$ cat src/rtl/rv_core_settings.svh
`ifndef RV_CORE_SETTINGS_SVH
`define RV_CORE_SETTINGS_SVH

// Width of data words and byte addresses.
`define XLEN 32

// Depth of the shared RAM in 32-bit words.
// Instructions and data live in the same array.
`define MEM_WORDS 1024

// Byte address of the first instruction fetched after reset.
`define RESET_PC 32'h0000_0000

`endif

$ cat src/rtl/rv_types_pkg.sv
`include "rv_core_settings.svh"

package rv_types_pkg;

    typedef logic [`XLEN-1:0] word_t;
    typedef logic [4:0]       reg_addr_t;

    // Codes follow funct3 of the RISC-V load and store instructions.
    // Code 3 is unused by RV32I loads and marks a slot without memory access.
    typedef enum logic [2:0] {
        LSU_LB   = 3'd0,
        LSU_LH   = 3'd1,
        LSU_LW   = 3'd2,
        LSU_NONE = 3'd3,
        LSU_LBU  = 3'd4,
        LSU_LHU  = 3'd5
    } lsu_op_t;

    // Stores share the load codes. The memory write signal tells them apart.
    localparam lsu_op_t LSU_SB = LSU_LB;
    localparam lsu_op_t LSU_SH = LSU_LH;
    localparam lsu_op_t LSU_SW = LSU_LW;

    typedef enum logic [1:0] {
        DEST_ALU = 2'd0,
        DEST_MEM = 2'd1,
        DEST_PC4 = 2'd2
    } data_dest_t;

endpackage

$ cat src/rtl/mem_bus_pkg.sv
`include "rv_core_settings.svh"

package mem_bus_pkg;

    // Word index into the shared RAM.
    typedef logic [$clog2(`MEM_WORDS)-1:0] mem_addr_t;

    // One enable per byte lane of a word.
    typedef logic [`XLEN/8-1:0] byte_en_t;

    // Who issued the read whose data comes back in the next cycle.
    typedef enum logic [1:0] {
        OWNER_NONE  = 2'd0,
        OWNER_FETCH = 2'd1,
        OWNER_LSU   = 2'd2
    } bus_owner_t;

endpackage

$ cat src/rtl/mem_arbiter.sv
module mem_arbiter
    import rv_types_pkg::*;
    import mem_bus_pkg::*;
(
    input  logic      clk,
    input  logic      reset_n,
    input  logic      lsu_req_i,
    input  logic      lsu_we_i,
    input  mem_addr_t lsu_addr_i,
    input  byte_en_t  lsu_be_i,
    input  word_t     lsu_wdata_i,
    input  logic      fetch_req_i,
    input  mem_addr_t fetch_addr_i,
    input  word_t     ram_rdata_i,
    output logic      fetch_grant_o,
    output logic      fetch_rdata_valid_o,
    output logic      ram_en_o,
    output logic      ram_we_o,
    output mem_addr_t ram_addr_o,
    output byte_en_t  ram_be_o,
    output word_t     ram_wdata_o,
    output word_t     rdata_o
);

    bus_owner_t owner_q;

    // The load/store unit always wins. Fetch only gets the port when it is idle.
    assign fetch_grant_o = fetch_req_i & ~lsu_req_i;
    assign ram_en_o      = lsu_req_i | fetch_req_i;
    assign ram_we_o      = lsu_req_i & lsu_we_i;
    assign ram_addr_o    = lsu_req_i ? lsu_addr_i : fetch_addr_i;
    assign ram_be_o      = ram_we_o ? lsu_be_i : '0;
    assign ram_wdata_o   = lsu_wdata_i;

    always_ff @(posedge clk or negedge reset_n) begin
        if (!reset_n) begin
            owner_q <= OWNER_NONE;
        end else if (lsu_req_i && !lsu_we_i) begin
            owner_q <= OWNER_LSU;
        end else if (fetch_grant_o) begin
            owner_q <= OWNER_FETCH;
        end else begin
            owner_q <= OWNER_NONE;
        end
    end

    assign fetch_rdata_valid_o = (owner_q == OWNER_FETCH);
    assign rdata_o             = (owner_q == OWNER_NONE) ? '0 : ram_rdata_i;

endmodule

$ cat config.mk
export PLATFORM = sky130hd
export DESIGN_NAME = mem_arbiter
export DESIGN_NICKNAME = d
export VERILOG_FILES = /design/src/rtl/rv_types_pkg.sv /design/src/rtl/mem_bus_pkg.sv /design/src/rtl/mem_arbiter.sv
export VERILOG_INCLUDE_DIRS = /design/src /design/src/rtl
export SDC_FILE = /design/constraint.sdc
export NUM_CORES = 1
export LEC_CHECK = 0
export ABC_AREA = 1
export BUFFER_PORTS_ARGS = -buffer_cell sky130_fd_sc_hd__buf_2
export CORE_AREA = 3 3 67 69
export DETAILED_ROUTE_END_ITERATION = 10
export DIE_AREA = 0 0 70 72
export GPL_TIMING_DRIVEN = 0
export PLACE_DENSITY = 0.71
export SKIP_LAST_GASP = 1
export SLEW_MARGIN = 25
export SYNTH_ARGS = -nofsm -noshare
export SYNTH_HDL_FRONTEND = slang
export SYNTH_SLANG_ARGS = --single-unit
$ cat constraint.sdc
create_clock -name clk -period 1.5 [get_ports clk]
set_input_delay 0.15 -clock clk [delete_from_list [all_inputs] [get_ports clk]]
set_output_delay 0.15 -clock clk [all_outputs]
set_load 0.05 [all_outputs]
==> run metrics <==
transition time at the pin with the least slew margin=roughly 260 ps; horizontal die dimension=~70 µm; largest stage delay on the critical path=around 400 ps; Worst slew margin=between 80% and 90%; number of hold-slack violations in the final timing report=0; critical-path cell with the highest stage delay=dfrtp_1; Initial Util=between 10% and 20%; run status=finished, final reports clean; cell types with the largest area share after synthesis=buf_4 (32%), inv_1 (19%), nor2_1 (18%), nand2_1 (15%), dfrtp_1 (6.5%); slack of the critical path=123.2 ps; number of synthesized flops with an enable pin=0; Avg Cell Area, Syn=5.137 µm²; CTS tree=built; count of maximum capacitance violations=0; Max Buffers Root-to-Sink=2; root buffer cell=clkbuf_8; count of synthesis-stage warnings from yosys=0; Tot GR Track Use=10.36%; via count=1219; first-pass iteration count of the detailed router=4; count of input and output buffers=approximately 140; largest net degree at the start of global routing=11; Largest register FFs=2; Clock Sinks=2; quantity of gates resized following cts=0; critical path class=reg -> out; standard-cell row count=23; type of the most critical hold path=in -> reg; Starting DRT DRC Count=23; first-pass GRT wire length=4.374 mm; max layer used=met4; clock-pin slew on the worst setup and hold paths=30 ps; FF/Latch Area=50.05 µm²; total I/O pin count=175; post-synthesis async set-or-reset flop share=100.0%; routed length on met3=426 µm; number of antenna violations at the first check in global routing=0; syn_nets=244; via count of the first global-routing pass=1032; Post-Place Worst Slack=312.6 ps; Data required, critical path=1350 ps; met1 layer wirelength in the final routing=953 µm; H-tree lvl count=1; routability cong.=0.7156; arrival time reported for the critical path endpoint=1230 ps; number of setup buffers added after CTS=0; area delta synth->final=106.3%; nets@finish=392; Final Max Slew Viols=0; final cycle utilization of the critical path=91.79%; netlist area before placement=775.7 µm²; number of filler cells placed in the layout=416; sequential fraction of the synthesis area=6.452%; total length of routed wires=2.958 mm; Multi-input gate area=roughly 280 µm²; register with the highest flop count=owner_q; cell breakdown of the critical path=nor2_4, buf_6, nor2_1, buf_2; cells after synthesis=151; highest achievable clock rate=about 730 MHz; leading register cell type out of synthesis=dfrtp_1; total inserted antenna cells=0; Worst Hold Path Cells=2; critical path launch point type=flip-flop; post-route ant nets=0; proportion of layout cells with a drive suffix above 1=between 60% and 70%; list of most frequent post-synthesis cells=inv_1 (39), nor2_1 (37), buf_4 (33), nand2_1 (32), buf_6 (4); registers with the most flip-flops=owner_q: 2 flops; number of register bits inferred by synthesis=2; post-detailed-route via-to-cell ratio=3.513; Crit. End Element=primary output; critical-path maximum fanout=10; floorplan die height=72 µm; DIE AREA=5040 µm²; CTS hold repair buffers=1; static leakage=1.219 nW; most numerous cell in the Yosys netlist=inv_1; number of buffers added by the clock tree synthesis step=3; Fin Setup TNS=0 ps; Synth cell types=9; leading area contributor after synthesis=buf_4; WL met2=roughly 1.6 mm; overflow left after global routing=0; fraction of synthesized cell area taken by the top area cell type=31.94%; DR DRC count=0; HPWL after detailed placement=roughly 2.7 mm; power per unit of standard cell area=~700 nW/µm²; RSZ-0062 raised after global routing=no; setup violation total in the final timing report=0; DR WL/cell=8.524 µm; core box area=3971 µm²; Peak VDD IR=0.3292 mV; final critical path time including I/O delays and setup=1377 ps
## per-stage QoR
stage	utilization [%]	cells	hold WS [ps]	area (µm²)	power, mW
4_1_cts	40.30	347	118.7	1600	1.134
2_1_floorplan	-	151	-145.6	775.7	0.7047
3_5_place_dp	39.00	343	-62.50	1549	0.9135
3_3_place_gp	39.00	343	-65.19	1549	0.9098
5_1_grt	40.30	347	128.4	1600	1.185
6_report	40.30	347	122.4	1600	1.119
## cells by family (layout without fill, tap and decap cells)
group         after synthesis  count (layout)  synth area share [%]
simple gates               72              72                 36.45
buf+inv                    77             223                 57.10
flops                       2               2                 6.452
## routing by layer
layer	global-route usage (%)	vias up
li1	-	670
met1	10.74	457
met2	19.41	90
met4	4.468	0
met5	0	-
met3	3.047	2
## worst max-delay path, delay by kind of cell (launching register included)
family / cells / cell delay [ps]
buf+inv: 2 / 370
flops: 1 / 390
simple gates: 2 / 250
## placed cells by master, fill, tap and decap left out, drive strengths merged
master and instances:
buf 179, clkbuf 3, dfrtp 2, dlygate4sd3 1, inv 40, nand2 32
nor2 40
## where the power goes
part | internal (mW) | total (mW) | switching (mW)
logic | 0.242 | 0.849 | 0.607
registers | 0.0572 | 0.0600 | 0.00277
clock network | 0.169 | 0.209 | 0.0399
total | 0.468 | 1.12 | 0.650
## cell type report
| class | instances | share of cell area (%) |
|---|---|---|
| flip-flops and latches | 2 | 3.127 |
| repair buffers | 143 | 45.04 |
| well taps | 50 | 3.909 |
| plain buffers | 37 | 18.30 |
| inverters | 40 | 9.382 |
| multi-input cells | 72 | 17.67 |
| clock buffers | 3 | 2.580 |
## path summary, 6_finish.rpt
check,slack [ps],endpoint,from
max,120,rdata_o[28],owner_q[1]$_DFF_PN0_
min,120,owner_q[1]$_DFF_PN0_,lsu_we_i
max in group asynchronous,1140,owner_q[0]$_DFF_PN0_,reset_n
min in group asynchronous,260,owner_q[1]$_DFF_PN0_,reset_n
Note: power is estimated with default switching activity, not from simulation.
