### config.mk
export PLATFORM = sky130hd
export DESIGN_NAME = fetch_unit
export DESIGN_NICKNAME = d
export VERILOG_FILES = /design/src/rtl/rv_types_pkg.sv /design/src/rtl/mem_bus_pkg.sv /design/src/rtl/fetch_unit.sv
export VERILOG_INCLUDE_DIRS = /design/src /design/src/rtl
export SDC_FILE = /design/constraint.sdc
export NUM_CORES = 1
export LEC_CHECK = 0
export CORE_MARGIN = 10
export CORE_UTILIZATION = 57
export DETAILED_ROUTE_END_ITERATION = 12
export DONT_BUFFER_PORTS = 1
export PLACE_DENSITY = 0.75
export SETUP_SLACK_MARGIN = 0.15
export SYNTH_ARGS = -nofsm -noshare
export SYNTH_HDL_FRONTEND = slang
export SYNTH_SLANG_ARGS = --single-unit
export TNS_END_PERCENT = 30
### constraint.sdc
create_clock -name clk -period 1.7 [get_ports clk]
set_input_delay 0.255 -clock clk [delete_from_list [all_inputs] [get_ports clk]]
set_output_delay 0.255 -clock clk [all_outputs]
set_load 0.02 [all_outputs]
### src/rtl/rv_core_settings.svh
`ifndef RV_CORE_SETTINGS_SVH
`define RV_CORE_SETTINGS_SVH

// Width of data words and byte addresses.
`define XLEN 32

// Depth of the shared RAM in 32-bit words.
// Instructions and data live in the same array.
`define MEM_WORDS 1024

// Byte address of the first instruction fetched after reset.
`define RESET_PC 32'h0000_0000

`endif

### src/rtl/rv_types_pkg.sv
`include "rv_core_settings.svh"

package rv_types_pkg;

    typedef logic [`XLEN-1:0] word_t;
    typedef logic [4:0]       reg_addr_t;

    // Codes follow funct3 of the RISC-V load and store instructions.
    // Code 3 is unused by RV32I loads and marks a slot without memory access.
    typedef enum logic [2:0] {
        LSU_LB   = 3'd0,
        LSU_LH   = 3'd1,
        LSU_LW   = 3'd2,
        LSU_NONE = 3'd3,
        LSU_LBU  = 3'd4,
        LSU_LHU  = 3'd5
    } lsu_op_t;

    // Stores share the load codes. The memory write signal tells them apart.
    localparam lsu_op_t LSU_SB = LSU_LB;
    localparam lsu_op_t LSU_SH = LSU_LH;
    localparam lsu_op_t LSU_SW = LSU_LW;

    typedef enum logic [1:0] {
        DEST_ALU = 2'd0,
        DEST_MEM = 2'd1,
        DEST_PC4 = 2'd2
    } data_dest_t;

endpackage

### src/rtl/mem_bus_pkg.sv
`include "rv_core_settings.svh"

package mem_bus_pkg;

    // Word index into the shared RAM.
    typedef logic [$clog2(`MEM_WORDS)-1:0] mem_addr_t;

    // One enable per byte lane of a word.
    typedef logic [`XLEN/8-1:0] byte_en_t;

    // Who issued the read whose data comes back in the next cycle.
    typedef enum logic [1:0] {
        OWNER_NONE  = 2'd0,
        OWNER_FETCH = 2'd1,
        OWNER_LSU   = 2'd2
    } bus_owner_t;

endpackage

### src/rtl/fetch_unit.sv
`include "rv_core_settings.svh"

module fetch_unit
    import rv_types_pkg::*;
    import mem_bus_pkg::*;
(
    input  logic      clk,
    input  logic      reset_n,
    input  logic      redirect_i,
    input  word_t     redirect_pc_i,
    input  logic      grant_i,
    input  logic      rdata_valid_i,
    input  word_t     rdata_i,
    output logic      req_o,
    output mem_addr_t addr_o,
    output logic      instr_valid_o,
    output word_t     instr_o,
    output word_t     instr_pc_o
);

    word_t pc_q;
    word_t read_pc_q;
    logic  read_live_q;

    // Fetch always wants the port. The arbiter decides when it gets it.
    assign req_o  = 1'b1;
    assign addr_o = pc_q[$bits(mem_addr_t)+1:2];

    always_ff @(posedge clk or negedge reset_n) begin
        if (!reset_n) begin
            pc_q        <= `RESET_PC;
            read_live_q <= 1'b0;
        end else if (redirect_i) begin
            // A read issued on this edge belongs to the old path and is dropped.
            pc_q        <= redirect_pc_i;
            read_live_q <= 1'b0;
        end else begin
            // Returning data is stale only right after a redirect.
            read_live_q <= 1'b1;
            if (grant_i) begin
                pc_q <= pc_q + 32'd4;
            end
        end
    end

    always_ff @(posedge clk) begin
        if (grant_i) begin
            read_pc_q <= pc_q;
        end
    end

    assign instr_valid_o = read_live_q & rdata_valid_i;
    assign instr_o       = rdata_i;
    assign instr_pc_o    = read_pc_q;

endmodule

==> metrics.yaml <==
synth_compound_area_frac: 0.09728
synth_nets: 344
yosysMostFrequentCell: "buf_4"
synth_adder_area_share: 0.004003
power_density_nw_per_um2: 1107
ys_async_sr_fraction: 0.5077
fin_crit_ns: 1.677
overflow: 0
layout.nets: 343
insertion_delay_ns: 0.34
synth_area_leaders: "edfxtp_1 (31%), dfrtp_1 (26%), buf_4 (10%)"
irDropWorstVdd_mv: 0.6525
dieArea_um2: 8845
cts_tree: "yes"
min_path_cells: 1
hold_class: "in -> reg"
firstDrtPassIters: 5
hold_viol: 0
fillCellCount: 397
die_h_um: 94.05
synth_top_cell_area_share: 0.3074
ys_seq_elements: 65
drv_slew: 0
cts.sink_count: 65
netlist_instances: 274
insertedDiodeCount: 0
fin_util: 0.6567
yosys.area_share.simple: 0.1557
seq_area_um2: 1787
routed-via-count: 2138
synthesis.area_per_instance_um2: 11.41
yosysSeqAreaShare: 0.5717
drive_gt1_frac: 0.2482
cp-start-kind: "flop"
drt_iter0_markers: 165
grt_pass1_vias: 2014
dpl.hpwl_mm: 5.001
reg2reg_depth: 5
crit_chain: "ha_2 > and3_4 > nand4_4 > or4_4 > a31oi_1"
ios: 145
crit_path_end: "pc_q[20]$_DFFE_PN0N_"
synth-xor-area-share: 0.02802
synth.distinct_cells: 37
viasPerCell: 6.144
core_region_area_um2: 5205
cp_max_fo: 6
antenna_found_initial: 0
cts_made_buffers: 9
gp_congestion: 0.8122
multi_input_area_um2: 977.2
synth_edf_count: 32
drcViolationCount: 0
grt_max_degree: 38
yosysWarnings: 0
cp-startpoint: "pc_q[2]$_DFFE_PN0N_"
path_class: "reg -> reg"
layout_setup_ws_ns: 0.02315
cts.reportedPaths.clkPinSlew_ns: 0.07
die_w_um: 94.05
worstPathRequired_ns: 1.96
fin_crit_sh: 0.9864
pre_cts_slack_ns: 0.01058
htreeDepth: 3
grt_pass1_wl_mm: 10.95
drv_cap: 0
syn_area_um2: 3125
rsz0062_at_grt: "true"
area_growth_syn_to_layout_pct: 9.368
cts_root_buf: "clkbuf_8"
ys.flop_type: "dfrtp_1"
routed_wl_mm: 7.218
placementRows: 26
clock_path_buffers: 2
clock.fmax_mhz: 596.4
tns_ns: 0
slowest_delay_ns: 0.50
synth_top_family_by_area: "simple AND/OR/NAND/NOR gates"
r2r_end: "pc_q[20]$_DFFE_PN0N_"
final_antenna_net_count: 0
cpMaxStageDelayCell: "or4_4"
r2r_slack_ns: 0.02
status: "complete, no violations"
reg2reg_from: "pc_q[2]$_DFFE_PN0N_"
synthTopCellsByCount: "buf_4 (43), dfrtp_1 (33), edfxtp_1 (32), nand2_1 (22), o21ai_0 (15)"
initial_core_util: 0.6005
endpoint_kind: "flop"
fin_skew_ns: 0.01002
synthMuxAreaShare: 0.01041
track_usage: 0.1610
power.leakage_nw: 1.343
post_drt_wl_per_cell_um: 20.74
arrival_ns: 1.93
yosys.area.top_type: "edfxtp_1"
io_buffers: 0
setup_viol: 0
logic make-up after synthesis:
group,Yosys count
and+or+nand+nor,87
DFF,65
buffers and inverters,60
AOI/OAI and AO/OA,47
xor gates and xnor gates,10
muxes,3
adders and majority gates,1
other,1
area by class of cell:
class / instances / share of cell area
clock buffers: 14 / 0.05344
clock inverters: 2 / 0.01025
inverters: 6 / 0.006589
multi-input cells: 150 / 0.2859
flip-flops and latches: 65 / 0.5227
well taps: 70 / 0.02562
repair buffers: 41 / 0.09553
power by group:
part | total [mW] | internal, mW | switching, mW | leakage [nW]
Combinational | 0.414 | 0.185 | 0.229 | 0.536
Clock | 1.40 | 0.836 | 0.567 | 0.113
Sequential | 1.97 | 1.81 | 0.155 | 0.695
per-stage QoR:
stage	cells	hold slack, ns	total power, mW	cell area, µm²
5_1_grt	348	0.005957	3.930	3418
6_report	348	0.01759	3.783	3418
2_1_floorplan	274	-0.04059	2.348	3147
3_5_place_dp	319	-0.03930	2.352	3057
4_1_cts	343	0.01120	3.776	3368
3_3_place_gp	319	-0.03963	2.335	3057
layer usage:
layer	wire, µm	GRT usage	part of all wire	up-vias
li1	-	-	-	977
met1	2897	0.1832	0.40	1033
met2	3406	0.2431	0.47	83
met3	574	0.05276	0.080	45
met4	340	0.1291	0.047	0
met5	0	0	0	-
cells in the final DEF, fill, tap and decap left out, types with 8 or more instances in the layout:
| master | Yosys | final |
|---|---|---|
| o31ai_1 | 10 | 10 |
| a31oi_1 | 14 | 14 |
| edfxtp_1 | 32 | 32 |
| nor2_1 | 14 | 14 |
| clkbuf_8 | 0 | 13 |
| buf_4 | 43 | 38 |
| or4_1 | 12 | 11 |
| nand4_1 | 8 | 8 |
| nand3_1 | 10 | 10 |
| nand2_1 | 22 | 22 |
| o21ai_0 | 15 | 13 |
| dfrtp_1 | 33 | 33 |
what timing repair did:
item	CTS	global route
setup buffers	5	5
endpoints found under the hold margin	33	0
pin swaps	6	15
cloned	1	0
endpoints found under the setup margin	18	21
resized for setup	8	5
hold buffers	2	0
worst max-delay path: cells and delay by family, from the launching register on:
kind            cells  cell delay, ns
simple gates        3            0.88
flops               1            0.36
fa+ha+maj           1            0.18
compound gates      1            0.17
flip-flops by register name (all words and copies together), names as in the netlist:
signal	cells
instr_pc_o	32
pc_q	32
read_live_q	1
how the worst min path moves through the flow:
stage,slack [ns],startpoint,endpoint
2_1_floorplan,-0.04,reset_n,pc_q[0]$_DFFE_PN0P_
3_3_place_gp,-0.04,reset_n,pc_q[1]$_DFFE_PN0P_
3_5_place_dp,-0.04,reset_n,pc_q[4]$_DFFE_PN0N_
4_1_cts,0.01,redirect_i,pc_q[9]$_DFFE_PN0N_
5_1_grt,0.006,grant_i,instr_pc_o[2]$_DFFE_PP_
6_report,0.02,redirect_i,pc_q[10]$_DFFE_PN0N_
Note: power is estimated with default switching activity, not from simulation.
