--- src/rtl/rv_core_settings.svh ---
`ifndef RV_CORE_SETTINGS_SVH
`define RV_CORE_SETTINGS_SVH

// Width of data words and byte addresses.
`define XLEN 32

// Depth of the shared RAM in 32-bit words.
// Instructions and data live in the same array.
`define MEM_WORDS 1024

// Byte address of the first instruction fetched after reset.
`define RESET_PC 32'h0000_0000

`endif

--- src/rtl/rv_types_pkg.sv ---
`include "rv_core_settings.svh"

package rv_types_pkg;

    typedef logic [`XLEN-1:0] word_t;
    typedef logic [4:0]       reg_addr_t;

    // Codes follow funct3 of the RISC-V load and store instructions.
    // Code 3 is unused by RV32I loads and marks a slot without memory access.
    typedef enum logic [2:0] {
        LSU_LB   = 3'd0,
        LSU_LH   = 3'd1,
        LSU_LW   = 3'd2,
        LSU_NONE = 3'd3,
        LSU_LBU  = 3'd4,
        LSU_LHU  = 3'd5
    } lsu_op_t;

    // Stores share the load codes. The memory write signal tells them apart.
    localparam lsu_op_t LSU_SB = LSU_LB;
    localparam lsu_op_t LSU_SH = LSU_LH;
    localparam lsu_op_t LSU_SW = LSU_LW;

    typedef enum logic [1:0] {
        DEST_ALU = 2'd0,
        DEST_MEM = 2'd1,
        DEST_PC4 = 2'd2
    } data_dest_t;

endpackage

--- src/rtl/mem_bus_pkg.sv ---
`include "rv_core_settings.svh"

package mem_bus_pkg;

    // Word index into the shared RAM.
    typedef logic [$clog2(`MEM_WORDS)-1:0] mem_addr_t;

    // One enable per byte lane of a word.
    typedef logic [`XLEN/8-1:0] byte_en_t;

    // Who issued the read whose data comes back in the next cycle.
    typedef enum logic [1:0] {
        OWNER_NONE  = 2'd0,
        OWNER_FETCH = 2'd1,
        OWNER_LSU   = 2'd2
    } bus_owner_t;

endpackage

--- src/rtl/load_store_unit.sv ---
module load_store_unit
    import rv_types_pkg::*;
    import mem_bus_pkg::*;
(
    input  logic      clk,
    input  logic      reset_n,
    input  lsu_op_t   lsu_op_i,
    input  logic      mem_wr_sig_i,
    input  word_t     addr_i,
    input  word_t     store_data_i,
    input  word_t     rdata_i,
    output logic      req_o,
    output logic      we_o,
    output mem_addr_t addr_o,
    output byte_en_t  be_o,
    output word_t     wdata_o,
    output word_t     load_data_o
);

    logic [1:0]  offset;
    lsu_op_t     op_q;
    logic [1:0]  offset_q;
    logic [7:0]  byte_lane;
    logic [15:0] half_lane;

    assign offset = addr_i[1:0];
    assign req_o  = (lsu_op_i != LSU_NONE);
    assign we_o   = req_o & mem_wr_sig_i;
    assign addr_o = addr_i[$bits(mem_addr_t)+1:2];

    // Narrow stores copy their data into every lane and enable only the addressed ones.
    always_comb begin
        case (lsu_op_i)
            LSU_SB: begin
                wdata_o = {4{store_data_i[7:0]}};
                be_o    = byte_en_t'(4'b0001 << offset);
            end
            LSU_SH: begin
                wdata_o = {2{store_data_i[15:0]}};
                be_o    = offset[1] ? 4'b1100 : 4'b0011;
            end
            LSU_SW: begin
                wdata_o = store_data_i;
                be_o    = 4'b1111;
            end
            default: begin
                wdata_o = store_data_i;
                be_o    = 4'b0000;
            end
        endcase
    end

    // The RAM answers one edge later, so the op and offset are kept for that cycle.
    always_ff @(posedge clk or negedge reset_n) begin
        if (!reset_n) begin
            op_q     <= LSU_NONE;
            offset_q <= 2'b00;
        end else begin
            op_q     <= lsu_op_i;
            offset_q <= offset;
        end
    end

    always_comb begin
        byte_lane = rdata_i[{offset_q, 3'b000} +: 8];
        half_lane = offset_q[1] ? rdata_i[31:16] : rdata_i[15:0];
        case (op_q)
            LSU_LB:  load_data_o = {{24{byte_lane[7]}}, byte_lane};
            LSU_LBU: load_data_o = {24'b0, byte_lane};
            LSU_LH:  load_data_o = {{16{half_lane[15]}}, half_lane};
            LSU_LHU: load_data_o = {16'b0, half_lane};
            LSU_LW:  load_data_o = rdata_i;
            default: load_data_o = '0;
        endcase
    end

endmodule

--- config.mk ---
export PLATFORM = sky130hd
export DESIGN_NAME = load_store_unit
export DESIGN_NICKNAME = d
export VERILOG_FILES = /design/src/rtl/rv_types_pkg.sv /design/src/rtl/mem_bus_pkg.sv /design/src/rtl/load_store_unit.sv
export VERILOG_INCLUDE_DIRS = /design/src /design/src/rtl
export SDC_FILE = /design/constraint.sdc
export NUM_CORES = 1
export LEC_CHECK = 0
export BUFFER_PORTS_ARGS = -buffer_cell sky130_fd_sc_hd__buf_4
export CORE_AREA = 2 2 71 73
export DETAILED_ROUTE_END_ITERATION = 8
export DIE_AREA = 0 0 73 75
export PLACE_DENSITY = 0.89
export SKIP_CTS_REPAIR_TIMING = 1
export SYNTH_ARGS = -nofsm -noshare
export SYNTH_HDL_FRONTEND = slang
export SYNTH_SLANG_ARGS = --single-unit
--- constraint.sdc ---
create_clock -name clk -period 1.8 [get_ports clk]
set_input_delay 0.18 -clock clk [delete_from_list [all_inputs] [get_ports clk]]
set_output_delay 0.18 -clock clk [all_outputs]
set_load 0.01 [all_outputs]
==> results_dict.tcl <==
set metrics [dict create \
    status "finished, violations left" \
    worst_pin_slew_ps 625 \
    dpl.hpwl_um 4710 \
    max-cap-violations 0 \
    rsz0062_at_grt "yes" \
    placed_area_sq_mm 0.00251 \
    first_global_vias 1884 \
    htreeDepth 1 \
    cts.sinks 5 \
    synth.area.top_cells "mux2_2 18%, mux2i_1 10%, buf_4 10%" \
    via_per_inst 5.39 \
    finalInstanceArea_sq_mm 0.00259 \
    synth.net_count 297 \
    layout_commonest_cell "buf_4" \
    final_cell_mix "148 x buf_4, 25 x mux2_2, 16 x nand3_1, 16 x o211ai_1, 16 x mux2i_1" \
    drt-total-wl_um 5590 \
    ys_warn_count 0 \
    firstDrtPassIters 6 \
    drt_iter0_drc 98 \
    synth_top_area_cell "mux2_2" \
    grt_pass1_wl_um 8430 \
    synth_top_area_share_pct 18.4 \
    violations "negative setup slack" \
    place_congestion 0.846 \
    arrival_ps 1680 \
    cts_buffers 3 \
    pwr_density_cell_mw_per_mm2 396 \
    grt_overflow 0 \
    drtAntennaViolNets 0 \
    io_pins 182 \
    min_period_ps 1860 \
    clock.fmax_mhz 536 \
    initial_core_util_pct 32.8 \
    ys_ff_latch 5 \
    routedWlPerCell_um 15.1 \
    post-route-period-util_pct 104 \
    diodes 0 \
    ir_worst_vdd_v 0.000209 \
    clk_pin_slew_ps 30 \
    hold_class "input pin to flop" \
    hold_viol_final 0 \
    core_area_sq_mm 0.00466 \
    ys_seq_area_share_pct 8.35 \
    start_kind "flop" \
    drive_gt1_share_pct 61.1 \
    grtUsageTotal_pct 19.3 \
    fin_ws_ps -64.8 \
    path_max_fanout 24 \
    dieArea_sq_mm 0.00548 \
    setup_viol 28 \
    crit_type "flop to primary output" \
    nFillCells 417 \
    vias 1994 \
    drcViolationCount 0 \
    critPathLaunch "op_q[1]$_DFF_PN1_" \
    synth_area_per_cell_sq_um 7.84 \
    clock-root-buffer "clkbuf_8" \
    grt_max_degree 29 \
    row_count 25 \
    cp_data_required_time_ps 1620 \
    p_leak_nw 1.27 \
    tns_ps -784 \
    die_y_um 75 \
    synth_area_sq_mm 0.00153 \
    clock_path_buffers 2 \
    total_power_mw 1.03 \
    place_ws_ps 16.2 \
    maxSlewViolCount 0 \
    ys_types 37 \
    final_nets 419 \
    die_w_um 73 \
    final_util_pct 55.7 \
    worstSetupEndpointType "primary output" \
    postSynthCellCount 195 \
    portBuffers 141 \
    relSlewSlack_pct 58.3 \
    antenna_found_initial 0 \
    crit_end "load_data_o[9]" \
    cts_tree "yes" \
    area_growth_syn_to_layout_pct 69.6 \
]
## synthesized netlist by cell type
library cell	instances
a211o_1	1
a21o_1	2
a21oi_1	12
a221o_1	3
a22oi_1	4
a22oi_4	1
and2_1	1
and2_4	1
and2b_1	1
buf_1	1
buf_2	7
buf_4	21
buf_6	5
clkbuf_1	3
dfrtp_1	3
dfstp_2	2
inv_1	2
mux2_2	25
mux2_4	1
mux2i_1	16
nand2_1	9
nand2b_1	4
nand3_1	16
nand3b_1	1
nor2_1	12
nor2_2	1
nor2b_1	1
nor3_1	3
nor3_4	1
nor3b_1	1
nor3b_2	1
o211ai_1	16
o21ai_0	3
o21ai_1	4
o221ai_1	5
o22ai_1	4
or2_1	1
## logic make-up (layout without fill, tap and decap cells)
kind of cell           after synthesis  in the layout  share of synthesized area, %
AOI/OAI and AO/OA                   55             55                          25.4
buffers and inverters               39            160                          17.8
DFF                                  5              5                          8.35
muxes                               42             42                          29.9
and+or+nand+nor                     54             54                          18.6
## registers in the layout (all words and copies together) (netlist names)
signal	count
op_q	3
offset_q	2
## layer usage
metal,GRT usage (%),vias to the layer above,routed length (um)
met5,0,-,0
met4,4.94,0,118
met3,6.16,10,619
met2,38.8,129,2970
met1,18.8,902,1880
li1,-,953,-
## where the power goes
group	switching, mW	internal [mW]
combinational	0.308	0.387
clock	0.0502	0.152
sequential	0.00939	0.121
total	0.367	0.660
## layout make-up
type	instances	area, sq um	share of cell area (%)
Tap cell	54	67.6	2.60
Timing Repair Buffer	154	1190	46.1
Clock buffer	4	45.0	1.74
Multi-Input combinational cell	151	1150	44.3
Sequential cell	5	129	4.97
Inverter	2	7.51	0.289
## metrics by stage
stage / hold slack (ps) / std cells
2_1_floorplan: -116 / 195
5_1_grt: 87.3 / 370
6_report: 94.6 / 370
3_3_place_gp: -20.2 / 365
4_1_cts: -253 / 369
3_5_place_dp: -19.6 / 365
## worst max-delay path: stages, from the launching register on
cell      delay (ps)
dfstp_2          560
and2b_1          220
a22oi_4          200
buf_12           180
o221ai_1         130
buf_4            170
## worst min path at each step
stage | cells past startpoint | to | from | slack, ps
floorplan | 0 | offset_q[0]$_DFF_PN0_ | reset_n | -120
global placement | 1 | offset_q[0]$_DFF_PN0_ | reset_n | -20
detailed placement | 1 | offset_q[0]$_DFF_PN0_ | reset_n | -20
CTS | 1 | op_q[2]$_DFF_PN0_ | reset_n | -250
global route | 1 | offset_q[0]$_DFF_PN0_ | addr_i[0] | 90
finish | 1 | offset_q[0]$_DFF_PN0_ | addr_i[0] | 90
Power figures use the tool's default switching activity.
