## src/rtl/rv_core_settings.svh

```systemverilog
`ifndef RV_CORE_SETTINGS_SVH
`define RV_CORE_SETTINGS_SVH

// Width of data words and byte addresses.
`define XLEN 32

// Depth of the shared RAM in 32-bit words.
// Instructions and data live in the same array.
`define MEM_WORDS 1024

// Byte address of the first instruction fetched after reset.
`define RESET_PC 32'h0000_0000

`endif

```

## src/rtl/rv_types_pkg.sv

```systemverilog
`include "rv_core_settings.svh"

package rv_types_pkg;

    typedef logic [`XLEN-1:0] word_t;
    typedef logic [4:0]       reg_addr_t;

    // Codes follow funct3 of the RISC-V load and store instructions.
    // Code 3 is unused by RV32I loads and marks a slot without memory access.
    typedef enum logic [2:0] {
        LSU_LB   = 3'd0,
        LSU_LH   = 3'd1,
        LSU_LW   = 3'd2,
        LSU_NONE = 3'd3,
        LSU_LBU  = 3'd4,
        LSU_LHU  = 3'd5
    } lsu_op_t;

    // Stores share the load codes. The memory write signal tells them apart.
    localparam lsu_op_t LSU_SB = LSU_LB;
    localparam lsu_op_t LSU_SH = LSU_LH;
    localparam lsu_op_t LSU_SW = LSU_LW;

    typedef enum logic [1:0] {
        DEST_ALU = 2'd0,
        DEST_MEM = 2'd1,
        DEST_PC4 = 2'd2
    } data_dest_t;

endpackage

```

## src/rtl/ex_mem_register.sv

```systemverilog
module ex_mem_register
    import rv_types_pkg::*;
(
    input  logic       clk,
    input  logic       reset_n,

    input  word_t      new_pc_i,
    input  logic       br_taken_i,
    input  word_t      pc_plus4_i,
    input  word_t      alu_result_i,
    input  word_t      rs2_i,
    input  data_dest_t data_dest_i,
    input  lsu_op_t    lsu_op_i,
    input  reg_addr_t  reg_wr_addr_i,
    input  logic       reg_wr_sig_i,
    input  logic       mem_wr_sig_i,

    output word_t      new_pc_o,
    output logic       br_taken_o,
    output word_t      pc_plus4_o,
    output word_t      alu_result_o,
    output word_t      rs2_o,
    output data_dest_t data_dest_o,
    output lsu_op_t    lsu_op_o,
    output reg_addr_t  reg_wr_addr_o,
    output logic       reg_wr_sig_o,
    output logic       mem_wr_sig_o
);

    // The instruction behind a taken branch is on the wrong path.
    // It is replaced by an all-zero slot, which writes neither a register nor memory.
    always_ff @(posedge clk or negedge reset_n) begin
        if (!reset_n) begin
            new_pc_o      <= '0;
            br_taken_o    <= 1'b0;
            pc_plus4_o    <= '0;
            alu_result_o  <= '0;
            rs2_o         <= '0;
            data_dest_o   <= data_dest_t'('0);
            lsu_op_o      <= lsu_op_t'('0);
            reg_wr_addr_o <= '0;
            reg_wr_sig_o  <= 1'b0;
            mem_wr_sig_o  <= 1'b0;
        end else if (br_taken_o) begin
            new_pc_o      <= '0;
            br_taken_o    <= 1'b0;
            pc_plus4_o    <= '0;
            alu_result_o  <= '0;
            rs2_o         <= '0;
            data_dest_o   <= data_dest_t'('0);
            lsu_op_o      <= lsu_op_t'('0);
            reg_wr_addr_o <= '0;
            reg_wr_sig_o  <= 1'b0;
            mem_wr_sig_o  <= 1'b0;
        end else begin
            new_pc_o      <= new_pc_i;
            br_taken_o    <= br_taken_i;
            pc_plus4_o    <= pc_plus4_i;
            alu_result_o  <= alu_result_i;
            rs2_o         <= rs2_i;
            data_dest_o   <= data_dest_i;
            lsu_op_o      <= lsu_op_i;
            reg_wr_addr_o <= reg_wr_addr_i;
            reg_wr_sig_o  <= reg_wr_sig_i;
            mem_wr_sig_o  <= mem_wr_sig_i;
        end
    end

endmodule

```

## config.mk

```make
export PLATFORM = sky130hd
export DESIGN_NAME = ex_mem_register
export DESIGN_NICKNAME = d
export VERILOG_FILES = /design/src/rtl/rv_types_pkg.sv /design/src/rtl/ex_mem_register.sv
export VERILOG_INCLUDE_DIRS = /design/src /design/src/rtl
export SDC_FILE = /design/constraint.sdc
export NUM_CORES = 1
export LEC_CHECK = 0
export BUFFER_PORTS_ARGS = -buffer_cell sky130_fd_sc_hd__clkbuf_2
export CAP_MARGIN = 15
export CORE_MARGIN = 5
export CORE_UTILIZATION = 33
export DETAILED_ROUTE_END_ITERATION = 10
export SYNTH_ARGS = -nofsm -noshare
export SYNTH_HDL_FRONTEND = slang
export SYNTH_SLANG_ARGS = --single-unit
```

## constraint.sdc

```tcl
create_clock -name clk -period 3.2 [get_ports clk]
set_clock_uncertainty 0.15 [all_clocks]
set_input_delay 0.48 -clock clk [delete_from_list [all_inputs] [get_ports clk]]
set_output_delay 0.48 -clock clk [all_outputs]
set_load 0.02 [all_outputs]
```

==> results.json, run 1 <==
{
  "drtAntennaViolNets": 0,
  "seq_power_share_pct": 42.7,
  "routed-wl-met3_um": 1347,
  "report.power.total_mw": 4.572,
  "fin_setup_tns_ps": 0,
  "crit_fanout": 64,
  "cp.depth": 1,
  "cp.required_ps": 2570,
  "cts_tree": "done",
  "drt_first_pass_iters": 4,
  "layout_commonest_cell": "clkbuf_2",
  "critPathCapture": "br_taken_o",
  "portBuffers": 283,
  "drive_above_1_share_pct": 52.66,
  "tightest_slew_ps": 640.8,
  "vias_per_cell": 4.086,
  "cts_buffers": 17,
  "power_density_nw_per_um2": 677.3,
  "cp-startpoint": "br_taken_o",
  "final_cell_mix": "282 x clkbuf_2, 141 x nor2b_1, 140 x dfrtp_1, 17 x clkbuf_16, 5 x bufinv_16",
  "regArea_um2": 3532,
  "die_h_um": 126.6,
  "rows": 42,
  "end_kind": "primary output",
  "path_class": "reg2out",
  "r2r_start": "br_taken_o",
  "arrival_ps": 1540,
  "cp_slowest_cell": "dfrtp_4",
  "period_share_pct": 67.71,
  "p_leak_nw": 3.636,
  "path_cells": "clkbuf_2",
  "rr_worst_depth": 2,
  "hold_viol": 0,
  "hp-class": "in2reg",
  "max_cap_viol_count": 0,
  "syn-cell-area_um2": 4488,
  "fp.dieW_um": 126.6,
  "swShare_pct": 23.39,
  "multiInputGateArea_um2": 882.1,
  "met1_length_um": 4109,
  "fp.coreArea_um2": 13300,
  "cts_resized": 0,
  "area_growth_pct": 50.40,
  "dieArea_um2": 16030,
  "ys_seq_elements": 141,
  "num_antenna_cells": 0,
  "vdd_ir_drop_max_mv": 0.3552,
  "wire_per_inst_um": 15.25,
  "slew_headroom_pct": 57.28,
  "cts_max_level": 4,
  "fmaxAchievable_ghz": 0.4616,
  "slew_viol_final": 0,
  "grt_pass1_wl_um": 18530,
  "clock_power_share_pct": 46.1,
  "drc": 0,
  "grt_pass1_vias": 3529,
  "combPwrFrac_pct": 11.2,
  "clockBufferDepth": 2,
  "holdPathStages": 2,
  "routed.top_layer": "met4",
  "nets": 732,
  "place_congestion": 0.7925,
  "fin_crit_ps": 2167,
  "ys_warn_count": 0,
  "cp_top_family": "flip-flops",
  "worstSetupStartpointType": "register",
  "grt_antenna_before_repair": 0,
  "dr_wl_met2_um": 6144,
  "ff2ff_setup_slack_ps": 1500,
  "wl_um": 11860,
  "max_stage_delay_ps": 830,
  "cts_hold_buf": 1,
  "syn_nets": 440,
  "grt_usage_pct": 15.27,
  "yosysSeqAreaShare_pct": 78.62,
  "clkSinkCount": 141,
  "p_int_mw": 3.502,
  "status": "finished clean",
  "synth_area_per_cell_um2": 15.11,
  "cts_setup_buffers": 0,
  "start_util_pct": 33.76,
  "clkTransAtPathRegs_ps": 60,
  "setup_viol": 0,
  "hold_path_startpoint": "new_pc_i[27]",
  "netlist_instances": 297,
  "clk_latency_ps": 400,
  "fillCellCount": 1183,
  "drtIter0Drc": 109,
  "cp_num_buf_inv": 1,
  "overflow": 0,
  "grt_setup_unrepaired": "no",
  "reg2reg_to": "alu_result_o[12]",
  "ys_types": 4,
  "switchingPower_mw": 1.070,
  "dp_hpwl_um": 9130,
  "cts-root-buf": "clkbuf_16",
  "grt_max_degree": 72,
  "io-pin-count": 284,
  "via_count": 3179
}
## cells in the mapped netlist
| master | n | area share [%] |
|---|---|---|
| dfrtp_1 | 141 | 79 |
| nor2b_1 | 141 | 20 |
| buf_2 | 14 | 1.6 |
| buf_4 | 1 | 0.17 |
## worst register-to-register path, cell delays in order, from the launching register on
cell	delay, ps
dfrtp_4	830
buf_4	470
nor2b_1	120
## stage by stage
stage / cell area (µm²) / hold slack (ps) / setup WS, ps / std cells / util [%]
after floorplan: 4488 / 34.41 / 2023 / 297 / -
after global placement: 6100 / 369.7 / 1448 / 745 / 45.88
after detailed placement: 6100 / 380.0 / 1425 / 745 / 45.88
after CTS: 6750 / 111.8 / 970.8 / 778 / 50.77
after global routing: 6750 / 115.4 / 893.1 / 778 / 50.77
final: 6750 / 129.4 / 1033 / 778 / 50.77
## layer usage
| layer | vias to the layer above | global-route usage (%) |
|---|---|---|
| li1 | 1474 | - |
| met1 | 1519 | 16.38 |
| met2 | 167 | 25.37 |
| met3 | 19 | 7.776 |
| met4 | 0 | 6.625 |
| met5 | - | 0 |
## power groups by stage
stage | clock (mW) | combinational (mW) | sequential (mW)
after CTS | 2.16 | 0.525 | 1.96
after global placement | 0 | 0.516 | 1.98
after detailed placement | 0 | 0.522 | 1.99
final | 2.11 | 0.511 | 1.95
after global routing | 2.25 | 0.557 | 1.97
after floorplan | 0 | 0.105 | 2.13
## flip-flops by register name (all words and copies together), names as in the netlist
signal / count
alu_result_o: 32
br_taken_o: 1
data_dest_o: 2
lsu_op_o: 3
mem_wr_sig_o: 1
new_pc_o: 32
pc_plus4_o: 32
reg_wr_addr_o: 5
reg_wr_sig_o: 1
rs2_o: 32
## how the worst min path moves through the flow
stage | endpoint | slack [ps]
floorplan | alu_result_o[0] | 30
CTS | pc_plus4_o[0] | 110
finish | new_pc_o[27] | 130
global route | pc_plus4_o[30] | 120
detailed placement | alu_result_o[7] | 380
global placement | alu_result_o[7] | 370
## cell families (layout without fill, tap and decap cells)
group / Yosys count / after routing / synth area share, %
buffers and inverters: 15 / 320 / 1.729
and+or+nand+nor: 141 / 141 / 19.65
DFF: 141 / 141 / 78.62
## area by class of cell
class                           count  share of cell area, %
Timing Repair Buffer              288                  21.85
Tap cell                          176                  3.262
Multi-Input combinational cell    141                  13.07
Clock buffer                       21                  6.673
Clock inverter                     11                  2.817
Sequential cell                   141                  52.33
Power figures use the tool's default switching activity.
==> inputs of run 2 (changes only) <==
- PLACE_DENSITY: default -> 0.67
- clock period: 3.2 -> 1.9 ns (I/O delays scaled with it)
==> results.json, run 2 (synthesis results as in run 1) <==
{
  "cts-root-buf": "clkbuf_16",
  "clockBufferDepth": 2,
  "status": "finished clean",
  "cp_slowest_cell": "dfrtp_4",
  "rr_worst_depth": 2,
  "fin_crit_ps": 1676,
  "cp_top_family": "flip-flops",
  "setup_viol": 0,
  "fin_setup_tns_ps": 0,
  "worstSetupStartpointType": "register",
  "drtIter0Drc": 70,
  "grt_max_degree": 66,
  "cp-startpoint": "br_taken_o",
  "cts_max_level": 4,
  "p_leak_nw": 4.207,
  "fmaxAchievable_ghz": 0.5965,
  "hold_viol": 0,
  "area_growth_pct": 80.93,
  "whs_ps": 169.2,
  "dp_hpwl_um": 8919,
  "path_class": "reg2out",
  "drive_above_1_share_pct": 42.66,
  "ff2ff_setup_slack_ps": 580,
  "arrival_ps": 1240,
  "crit_fanout": 24,
  "cts_resized": 0,
  "cp_num_buf_inv": 1,
  "tightest_slew_ps": 343.0,
  "num_antenna_cells": 0,
  "nets": 874,
  "cts_tree": "done",
  "period_share_pct": 88.23,
  "grt_pass1_wl_um": 21630,
  "vdd_ir_drop_max_mv": 0.5621,
  "swShare_pct": 24.40,
  "max_stage_delay_ps": 590,
  "grt_antenna_before_repair": 0,
  "rows": 42,
  "final_cell_mix": "282 x clkbuf_2, 142 x dlygate4sd3_1, 141 x nor2b_1, 140 x dfrtp_1, 17 x clkbuf_16",
  "combPwrFrac_pct": 15.2,
  "layout_commonest_cell": "clkbuf_2",
  "r2r_start": "br_taken_o",
  "grt_setup_unrepaired": "no",
  "dieArea_um2": 16030,
  "slew_viol_final": 0,
  "cp.required_ps": 1460,
  "io-pin-count": 284,
  "cts_buffers": 17,
  "drc": 0,
  "slew_headroom_pct": 77.13,
  "power_density_nw_per_um2": 922.1,
  "utilization_pct": 61.08,
  "cts_setup_buffers": 0,
  "p_int_mw": 5.661,
  "clkSinkCount": 141,
  "path_cells": "clkbuf_2",
  "start_util_pct": 33.76,
  "report.power.total_mw": 7.488,
  "max_cap_viol_count": 0,
  "overflow": 0,
  "portBuffers": 283,
  "clkTransAtPathRegs_ps": 60,
  "vias_per_cell": 4.124,
  "grt_usage_pct": 17.43,
  "wl_um": 13830,
  "drtAntennaViolNets": 0,
  "wire_per_inst_um": 15.04,
  "reg2reg_to": "rs2_o[4]",
  "die_h_um": 126.6,
  "drt_first_pass_iters": 4,
  "seq_power_share_pct": 43.8,
  "clk_latency_ps": 400,
  "end_kind": "primary output",
  "place_congestion": 0.7488,
  "clock_power_share_pct": 41.0,
  "hp-class": "in2async",
  "fp.coreArea_um2": 13300,
  "fp.dieW_um": 126.6,
  "switchingPower_mw": 1.827,
  "grt_pass1_vias": 4258,
  "via_count": 3790
}
[run 2: cell types whose count changed in the layout (fill, tap and decap cells not counted)]
cell,change
bufinv_16,-4
clkbuf_8,+3
dlygate4sd3_1,+141
buf_4,-2
clkinv_2,+2
clkinv_4,-2
buf_12,+3
[run 2: worst max-delay path by stage]
stage	depth (start not counted)	to
after floorplan	3	alu_result_o[0]
after global placement	2	rs2_o[1]
after detailed placement	2	pc_plus4_o[15]
after CTS	1	br_taken_o
after global routing	1	br_taken_o
final	1	br_taken_o
[run 2: layer usage]
layer	global-route usage, %	vias up	part of all wire (%)
met5	0	-	0
met4	7.571	0	2.3
met3	6.810	23	9.0
met2	31.85	179	55
met1	17.48	1827	34
li1	-	1761	-
[run 2: final cells by class]
type,count,area [µm²]
sequential,141,3532
multi-input combinational,141,882.1
clock inverter,7,62.56
fill,1015,5175
tap,176,220.2
clock buffer,24,491.7
timing repair buffer,430,2932
[run 2: per-stage QoR]
stage | worst slack (ps) | instances | cell area [µm²]
after floorplan | 722.7 | 297 | 4488
after global placement | 632.0 | 746 | 6145
after detailed placement | 594.3 | 746 | 6145
after CTS | 191.7 | 919 | 8120
after global routing | 149.4 | 919 | 8120
final | 223.6 | 919 | 8120
[run 2: repair_timing]
item                                   in CTS  in global routing
hold buffers                              142                  0
setup endpoints to repair                   0                  0
endpoints found under the hold margin     282                  0
[run 2: power groups by stage]
stage / clock, mW / sequential [mW] / combinational [mW]
global placement: 0 / 3.32 / 0.893
finish: 3.07 / 3.28 / 1.14
detailed placement: 0 / 3.33 / 0.908
global route: 3.29 / 3.30 / 1.23
floorplan: 0 / 3.58 / 0.176
CTS: 3.15 / 3.28 / 1.14
