File: config.mk
export PLATFORM = sky130hd
export DESIGN_NAME = writeback_select
export DESIGN_NICKNAME = d
export VERILOG_FILES = /design/src/rtl/rv_types_pkg.sv /design/src/rtl/writeback_select.sv
export VERILOG_INCLUDE_DIRS = /design/src /design/src/rtl
export SDC_FILE = /design/constraint.sdc
export NUM_CORES = 1
export LEC_CHECK = 0
export BUFFER_PORTS_ARGS = -buffer_cell sky130_fd_sc_hd__buf_4
export CORE_MARGIN = 1.5
export CORE_UTILIZATION = 36
export DETAILED_ROUTE_END_ITERATION = 10
export PLACE_DENSITY = 0.71
export SYNTH_ARGS = -nofsm -noshare
export SYNTH_HDL_FRONTEND = slang
export SYNTH_SLANG_ARGS = --single-unit
export TNS_END_PERCENT = 10
File: constraint.sdc
create_clock -name clk -period 1.25 [get_ports clk]
set_clock_uncertainty 0.15 [all_clocks]
set_input_delay 0.125 -clock clk [delete_from_list [all_inputs] [get_ports clk]]
set_output_delay 0.125 -clock clk [all_outputs]
set_load 0.02 [all_outputs]
File: src/rtl/rv_core_settings.svh
`ifndef RV_CORE_SETTINGS_SVH
`define RV_CORE_SETTINGS_SVH

// Width of data words and byte addresses.
`define XLEN 32

// Depth of the shared RAM in 32-bit words.
// Instructions and data live in the same array.
`define MEM_WORDS 1024

// Byte address of the first instruction fetched after reset.
`define RESET_PC 32'h0000_0000

`endif

File: src/rtl/rv_types_pkg.sv
`include "rv_core_settings.svh"

package rv_types_pkg;

    typedef logic [`XLEN-1:0] word_t;
    typedef logic [4:0]       reg_addr_t;

    // Codes follow funct3 of the RISC-V load and store instructions.
    // Code 3 is unused by RV32I loads and marks a slot without memory access.
    typedef enum logic [2:0] {
        LSU_LB   = 3'd0,
        LSU_LH   = 3'd1,
        LSU_LW   = 3'd2,
        LSU_NONE = 3'd3,
        LSU_LBU  = 3'd4,
        LSU_LHU  = 3'd5
    } lsu_op_t;

    // Stores share the load codes. The memory write signal tells them apart.
    localparam lsu_op_t LSU_SB = LSU_LB;
    localparam lsu_op_t LSU_SH = LSU_LH;
    localparam lsu_op_t LSU_SW = LSU_LW;

    typedef enum logic [1:0] {
        DEST_ALU = 2'd0,
        DEST_MEM = 2'd1,
        DEST_PC4 = 2'd2
    } data_dest_t;

endpackage

File: src/rtl/writeback_select.sv
module writeback_select
    import rv_types_pkg::*;
(
    input  logic       clk,
    input  logic       reset_n,
    input  logic       reg_wr_sig_i,
    input  reg_addr_t  reg_wr_addr_i,
    input  data_dest_t data_dest_i,
    input  word_t      alu_result_i,
    input  word_t      pc_plus4_i,
    input  word_t      load_data_i,
    output logic       rd_we_o,
    output reg_addr_t  rd_addr_o,
    output word_t      rd_data_o
);

    data_dest_t dest_q;
    word_t      alu_result_q;
    word_t      pc_plus4_q;

    always_ff @(posedge clk or negedge reset_n) begin
        if (!reset_n) begin
            rd_we_o   <= 1'b0;
            rd_addr_o <= '0;
            dest_q    <= DEST_ALU;
        end else begin
            rd_we_o   <= reg_wr_sig_i;
            rd_addr_o <= reg_wr_addr_i;
            dest_q    <= data_dest_i;
        end
    end

    always_ff @(posedge clk) begin
        alu_result_q <= alu_result_i;
        pc_plus4_q   <= pc_plus4_i;
    end

    // Load data arrives straight from the RAM in this cycle, so it is not registered here.
    always_comb begin
        case (dest_q)
            DEST_MEM: rd_data_o = load_data_i;
            DEST_PC4: rd_data_o = pc_plus4_q;
            default:  rd_data_o = alu_result_q;
        endcase
    end

endmodule

==> results of run 1 <==
## cell families (layout without fill, tap and decap cells)
| logic type | count (synthesis) | count (layout) |
|---|---|---|
| AO/OA/AOI/OAI | 64 | 64 |
| adder cells (fa/ha/maj) | 2 | 2 |
| buffers and inverters | 15 | 259 |
| flip-flops | 72 | 72 |
| AND/OR/NAND/NOR | 32 | 32 |
## worst paths after layout
path,depth (start not counted),start,slack (ns),to
min in group asynchronous,3,reset_n,0.59,dest_q[1]
max in group asynchronous,3,reset_n,0.07,rd_addr_o[3]
max,6,dest_q[0],-0.81,rd_data_o[2]
min,2,alu_result_i[8],0.25,alu_result_q[8]
## cells in the final DEF, fill, tap and decap left out
cell / instances
buf_4: 129
dlygate4sd3_1: 74
dfxtp_1: 64
a22oi_2: 31
o21ai_4: 29
buf_6: 26
nand2_1: 21
nand2_2: 10
clkbuf_8: 10
dfrtp_1: 8
buf_12: 7
o21ai_2: 3
clkbuf_16: 3
ha_4: 2
clkinvlp_4: 2
buf_8: 2
inv_2: 1
nand2_4: 1
a22oi_1: 1
inv_1: 1
clkinv_2: 1
inv_6: 1
bufinv_16: 1
clkinv_4: 1
## power breakdown
part,internal [uW],switching [uW],total (uW)
combinational,935,786,1720
sequential,2420,61.9,2480
clock,983,946,1930
total,4340,1790,6130
## routing by layer
metal / GRT usage, % / wire length (um) / up-vias
li1: - / - / 1126
met5: 0 / 0 / -
met2: 54.1 / 6050 / 138
met4: 14.3 / 519 / 0
met3: 9.03 / 650 / 42
met1: 25.3 / 3710 / 1237
## state kept, by name (all words and copies together), names as in the netlist
name,flops
pc_plus4_q,32
dest_q,2
alu_result_q,32
rd_addr_o,5
rd_we_o,1
## repair_timing
action,in CTS,in global routing
cloned,0,3
buffers inserted,0,6
endpoints found under the setup margin,32,32
pin swaps,0,3
hold buffers,74,0
hold endpoints to repair,80,0
gates resized for setup,2,49
## stage by stage
stage                     TNS, ns  instance area (um2)  hold WS (ns)
after floorplan             -5.55                 2660        -0.321
after CTS                  -22.49                 4830         0.243
after global routing       -25.20                 5130         0.252
final                      -23.72                 5130         0.249
after global placement      -8.81                 3870        -0.203
after detailed placement    -9.66                 3870        -0.203
## layout make-up
cell class	instances	share of cell area, %
Inverter	2	0.146
Clock buffer	10	2.68
Clock inverter	6	1.32
Multi-Input combinational cell	98	21.4
Tap cell	72	1.76
Sequential cell	72	28.9
Timing Repair Buffer	241	43.8
==> run_summary.xml, run 1 <==
<?xml version="1.0" encoding="UTF-8"?>
<metrics>
  <group name="layout">
    <metric name="final-seq-area" unit="mm2">0.00148</metric>
    <metric name="layout-drive-gt1-share" unit="%">60.6</metric>
    <metric name="layout.filler_cells" unit="">201</metric>
    <metric name="final_core_utilization" unit="%">91.4</metric>
    <metric name="stdcell_count" unit="">501</metric>
    <metric name="multi_input_area" unit="mm2">0.00110</metric>
    <metric name="area_growth" unit="%">141</metric>
    <metric name="diodes" unit="">0</metric>
    <metric name="final_nets" unit="">532</metric>
  </group>
  <group name="cts">
    <metric name="worst_setup_hold_path_clk_slew" unit="ns">0.09</metric>
    <metric name="number_of_levels_the_h_tree_was_split_into" unit="">3</metric>
    <metric name="numCtsBuffers" unit="">9</metric>
    <metric name="tritoncts_clock_tree" unit="">built</metric>
    <metric name="cts_root_buffer" unit="">clkbuf_8</metric>
    <metric name="clock_sink_count" unit="">72</metric>
    <metric name="clock_tree.buffer_depth" unit="">2</metric>
  </group>
  <group name="run_status">
    <metric name="failing_checks" unit="">setup timing</metric>
    <metric name="outcome" unit="">finished, violations left</metric>
  </group>
  <group name="worst_setup_path">
    <metric name="critical-path-max-stage-delay" unit="ns">0.42</metric>
    <metric name="cp.required" unit="ns">0.98</metric>
    <metric name="cp-end-kind" unit="">output pin</metric>
    <metric name="critical_path_buf_inv_count" unit="">3</metric>
    <metric name="worst_ep_arrival_time" unit="ns">1.78</metric>
    <metric name="worstPathCellList" unit="">buf_6 &gt; ha_4 &gt; buf_8 &gt; a22oi_2 &gt; o21ai_4 &gt; buf_4</metric>
    <metric name="crit_family" unit="">buffers and inverters</metric>
    <metric name="startpoint_type" unit="">flip-flop</metric>
    <metric name="crit_slowest_cell" unit="">dfrtp_1</metric>
    <metric name="worst_setup_path_class" unit="">flip-flop to output pin</metric>
    <metric name="crit_fanout" unit="">7</metric>
  </group>
  <group name="global_routing">
    <metric name="global_route_wire_length_before_repair" unit="um">12700</metric>
    <metric name="antenna_found_initial" unit="">0</metric>
    <metric name="via_count_of_the_first_global_routing_pass" unit="">2596</metric>
    <metric name="gr-usage-all-layers" unit="%">27.9</metric>
    <metric name="overflow" unit="">0</metric>
    <metric name="maximum_number_of_pins_on_one_net_before_global_route_repair" unit="">21</metric>
  </group>
  <group name="synth">
    <metric name="yosys.area_share.adder" unit="%">1.18</metric>
    <metric name="synthTopCellsByArea" unit="">dfxtp_1 (60%), a22oi_1 (11%), dfrtp_1 (9.4%)</metric>
    <metric name="synth.area.mux_share" unit="%">0</metric>
    <metric name="yosys.cell_count.top_type" unit="">dfxtp_1</metric>
    <metric name="synthesis.yosys.warnings" unit="">0</metric>
    <metric name="yosys_register_bits" unit="">72</metric>
    <metric name="synth_top_cell_by_area" unit="">dfxtp_1</metric>
    <metric name="synth_enable_flop_cells" unit="">0</metric>
    <metric name="synthesis.nets" unit="">293</metric>
    <metric name="dominantRegCellSynth" unit="">dfxtp_1</metric>
    <metric name="yosys.cell_types.count" unit="">11</metric>
    <metric name="synth-xor-area-share" unit="%">0</metric>
    <metric name="synthTopCellsByCount" unit="">dfxtp_1 (64), a22oi_1 (32), nand2_1 (32)</metric>
    <metric name="syn-cell-area" unit="mm2">0.00213</metric>
    <metric name="netlist_instances" unit="">185</metric>
    <metric name="synth-compound-area-share" unit="%">18.8</metric>
    <metric name="synth_area_per_cell" unit="um2">11.5</metric>
    <metric name="synthArstFlopShare" unit="%">11.1</metric>
    <metric name="simple_gate_portion_of_the_synthesized_area" unit="%">5.65</metric>
    <metric name="ys_seq_area_share" unit="%">69.7</metric>
    <metric name="yosysTopAreaCellShare" unit="%">60.3</metric>
    <metric name="synth_top_family_by_area" unit="">compound AO/OA/AOI/OAI gates</metric>
  </group>
  <group name="detailed_routing">
    <metric name="finalWirelength" unit="um">10900</metric>
    <metric name="number_of_iterations_in_the_first_detailed_routing_pass" unit="">4</metric>
    <metric name="remaining_routing_drc_violations" unit="">0</metric>
    <metric name="antenna_left" unit="">0</metric>
    <metric name="detailroute.via_count" unit="">2543</metric>
    <metric name="dr.first_iter.drc_count" unit="">63</metric>
    <metric name="vias_per_cell" unit="">5.08</metric>
    <metric name="route.detailed.wl_per_inst" unit="um">21.8</metric>
  </group>
  <group name="power_and_ir_drop">
    <metric name="power-per-cell-area" unit="mW/mm2">1200</metric>
    <metric name="ir_drop" unit="V">0.000998</metric>
    <metric name="power_leakage" unit="uW">0.00223</metric>
    <metric name="p_total" unit="uW">6130</metric>
  </group>
  <group name="place">
    <metric name="hpwlAfterDp" unit="um">4480</metric>
    <metric name="routabilityCongestion" unit="">0.727</metric>
    <metric name="dp_worst_setup_slack" unit="ns">-0.325</metric>
    <metric name="io_buffer_count" unit="">143</metric>
    <metric name="total_placed_cells_including_tap_cells" unit="">402</metric>
  </group>
  <group name="floorplan">
    <metric name="die_footprint" unit="mm2">0.00638</metric>
    <metric name="placement_rows" unit="">27</metric>
    <metric name="core" unit="mm2">0.00561</metric>
    <metric name="fp.dieW" unit="um">79.8</metric>
    <metric name="initial_core_util" unit="%">37.9</metric>
    <metric name="io_pins" unit="">144</metric>
    <metric name="fp.dieH" unit="um">79.8</metric>
  </group>
  <group name="timing">
    <metric name="max_slew.worst_pin.slew" unit="ns">0.380</metric>
    <metric name="grt_setup_unrepaired" unit="">yes</metric>
    <metric name="max_slew_margin" unit="%">74.6</metric>
    <metric name="finalWorstSetupSlack" unit="ns">-0.809</metric>
    <metric name="finalMaxSlewViolations" unit="">0</metric>
    <metric name="finalCritPeriodShare" unit="%">165</metric>
    <metric name="report.final.hold_viol_count" unit="">0</metric>
    <metric name="period_minus_slack" unit="ns">2.06</metric>
    <metric name="max_freq" unit="GHz">0.486</metric>
    <metric name="finalSetupViolCount" unit="">32</metric>
  </group>
  <group name="worst_hold_path">
    <metric name="hp-class" unit="">input pin to flip-flop</metric>
  </group>
  <group name="run">
    <metric name="max_cap_violations" unit="">0</metric>
  </group>
</metrics>
Power figures use the tool's default switching activity.
==> inputs of run 2 (changes only) <==
CORE_ASPECT_RATIO = 1.25   (was default)
==> run_summary.xml, run 2 (synthesized netlist as in run 1, its figures left out) <==
<?xml version="1.0" encoding="UTF-8"?>
<metrics>
  <group name="power_and_ir_drop">
    <metric name="p_total" unit="uW">6470</metric>
    <metric name="ir_drop" unit="V">0.00108</metric>
    <metric name="switching_share" unit="%">25.6</metric>
    <metric name="share_clk_of_total_power" unit="%">36.6</metric>
    <metric name="internal_power" unit="uW">4820</metric>
    <metric name="seqPwrFrac" unit="%">38.2</metric>
    <metric name="netSwitchingPower" unit="uW">1650</metric>
    <metric name="power-per-cell-area" unit="mW/mm2">1260</metric>
    <metric name="pwr-share-comb" unit="%">25.2</metric>
    <metric name="power_leakage" unit="uW">0.00227</metric>
  </group>
  <group name="cts">
    <metric name="number_of_levels_the_h_tree_was_split_into" unit="">3</metric>
    <metric name="tritoncts_clock_tree" unit="">built</metric>
    <metric name="clock_tree.buffer_depth" unit="">2</metric>
    <metric name="clock_sink_count" unit="">72</metric>
    <metric name="worst_setup_hold_path_clk_slew" unit="ns">0.08</metric>
    <metric name="numCtsBuffers" unit="">9</metric>
    <metric name="cts_root_buffer" unit="">clkbuf_8</metric>
  </group>
  <group name="floorplan">
    <metric name="fp.dieH" unit="um">88.9</metric>
    <metric name="die_footprint" unit="mm2">0.00638</metric>
    <metric name="io_pins" unit="">144</metric>
    <metric name="core" unit="mm2">0.00574</metric>
    <metric name="placement_rows" unit="">31</metric>
    <metric name="fp.dieW" unit="um">71.7</metric>
    <metric name="initial_core_util" unit="%">37.0</metric>
  </group>
  <group name="layout">
    <metric name="area_growth" unit="%">141</metric>
    <metric name="most_frequent_cells_in_the_layout" unit="">buf_4 (155), dlygate4sd3_1 (73), dfxtp_1 (64)</metric>
    <metric name="final_nets" unit="">540</metric>
    <metric name="layout.filler_cells" unit="">240</metric>
    <metric name="layout-drive-gt1-share" unit="%">60.2</metric>
    <metric name="diodes" unit="">0</metric>
    <metric name="layout.cells.most_common" unit="">buf_4</metric>
    <metric name="top_regs" unit="">alu_result_q: 32 flops, pc_plus4_q: 32 flops, rd_addr_o: 5 flops</metric>
    <metric name="finalInstanceArea" unit="mm2">0.00513</metric>
    <metric name="stdcell_count" unit="">503</metric>
  </group>
  <group name="worst_setup_path">
    <metric name="crit_fanout" unit="">16</metric>
    <metric name="startpoint_type" unit="">flip-flop</metric>
    <metric name="cp-end-kind" unit="">output pin</metric>
    <metric name="cp.required" unit="ns">0.98</metric>
    <metric name="worst_ep_arrival_time" unit="ns">1.69</metric>
    <metric name="worst_setup_path_class" unit="">flip-flop to output pin</metric>
  </group>
  <group name="detailed_routing">
    <metric name="detailroute.via_count" unit="">2477</metric>
    <metric name="remaining_routing_drc_violations" unit="">2</metric>
    <metric name="vias_per_cell" unit="">4.92</metric>
    <metric name="antenna_left" unit="">0</metric>
    <metric name="finalWirelength" unit="um">9240</metric>
    <metric name="dr.first_iter.drc_count" unit="">94</metric>
    <metric name="route.detailed.wl_per_inst" unit="um">18.4</metric>
    <metric name="number_of_iterations_in_the_first_detailed_routing_pass" unit="">9</metric>
  </group>
  <group name="global_routing">
    <metric name="global_route_wire_length_before_repair" unit="um">12200</metric>
    <metric name="antenna_found_initial" unit="">0</metric>
    <metric name="maximum_number_of_pins_on_one_net_before_global_route_repair" unit="">33</metric>
    <metric name="gr-usage-all-layers" unit="%">25.7</metric>
    <metric name="overflow" unit="">0</metric>
    <metric name="via_count_of_the_first_global_routing_pass" unit="">2638</metric>
  </group>
  <group name="timing">
    <metric name="finalSetupViolCount" unit="">32</metric>
    <metric name="finalWorstSetupSlack" unit="ns">-0.715</metric>
    <metric name="max_slew_margin" unit="%">84.0</metric>
    <metric name="max_freq" unit="GHz">0.509</metric>
    <metric name="finalHoldWorstSlack" unit="ns">0.100</metric>
    <metric name="max_slew.worst_pin.slew" unit="ns">0.240</metric>
    <metric name="finalMaxSlewViolations" unit="">0</metric>
    <metric name="report.final.hold_viol_count" unit="">0</metric>
    <metric name="period_minus_slack" unit="ns">1.96</metric>
    <metric name="grt_setup_unrepaired" unit="">yes</metric>
    <metric name="finalCritPeriodShare" unit="%">157</metric>
    <metric name="tns" unit="ns">-21.93</metric>
  </group>
  <group name="run">
    <metric name="max_cap_violations" unit="">0</metric>
  </group>
  <group name="place">
    <metric name="total_placed_cells_including_tap_cells" unit="">403</metric>
    <metric name="routabilityCongestion" unit="">0.739</metric>
    <metric name="hpwlAfterDp" unit="um">4540</metric>
    <metric name="io_buffer_count" unit="">143</metric>
    <metric name="place_area" unit="mm2">0.00392</metric>
  </group>
  <group name="worst_hold_path">
    <metric name="hp-class" unit="">input pin to async pin</metric>
  </group>
  <group name="run_status">
    <metric name="failing_checks" unit="">DRC, setup timing</metric>
    <metric name="outcome" unit="">finished, violations left</metric>
  </group>
</metrics>
[run 2: cell types whose count changed in the layout (fill, tap and decap cells not counted), sizes merged]
cell         delta
buf             +9
bufinv          +2
clkbuf          +2
clkinvlp        -2
clkinv          -1
dlygate4sd3     -1
inv             -1
[run 2: power groups by stage]
stage | sequential [uW] | clock [uW] | combinational [uW]
2_1_floorplan | 2520 | 0 | 685
3_3_place_gp | 2510 | 0 | 1240
3_5_place_dp | 2520 | 0 | 1260
4_1_cts | 2460 | 2370 | 1460
5_1_grt | 2480 | 2510 | 1710
6_report | 2470 | 2370 | 1630
[run 2: final cells by class]
cell class / instances / area, um2 / area share, %
clock buffer: 12 / 165 / 3.22
clock inverter: 4 / 98.8 / 1.93
tap: 66 / 82.6 / 1.61
timing repair buffer: 249 / 2220 / 43.4
sequential: 72 / 1480 / 28.9
inverter: 2 / 7.51 / 0.146
multi-input combinational: 98 / 1070 / 20.8
[run 2: critical path, stage by stage (launching register included)]
cell,delay (ns)
dfrtp_1,0.42
ha_4,0.31
clkbuf_16,0.20
buf_4,0.15
o21ai_4,0.11
buf_4,0.16
[run 2: worst paths after layout]
path	slack, ns	from	depth (start not counted)	endpoint
min in group clk	0.28	alu_result_i[8]	2	alu_result_q[8]
min	0.1	reset_n	3	dest_q[1]
max in group asynchronous	0.72	reset_n	3	rd_addr_o[2]
max	-0.71	dest_q[1]	5	rd_data_o[2]
[run 2: per-stage QoR]
step                utilization (%)  setup slack (ns)
floorplan                         -            -0.175
global placement               68.3            -0.320
detailed placement             68.3            -0.330
CTS                            86.0            -0.701
global route                   89.3            -0.775
finish                         89.3            -0.715
[run 2: what timing repair did]
item / 4_1_cts / 5_1_grt
hold buffers: 74 / 0
pin swaps: 0 / 5
hold endpoints to repair: 80 / 0
gates resized for setup: 4 / 18
cloned: 0 / 3
setup buffers: 0 / 7
setup endpoints to repair: 32 / 40
[run 2: metal layers]
| metal | vias to the layer above | share of wire, % | GRT usage (%) |
|---|---|---|---|
| met5 | - | 0 | 0 |
| met4 | 0 | 3.5 | 10.5 |
| met3 | 24 | 5.6 | 6.54 |
| met2 | 113 | 56 | 50.2 |
| met1 | 1201 | 34 | 25.8 |
| li1 | 1139 | - | - |
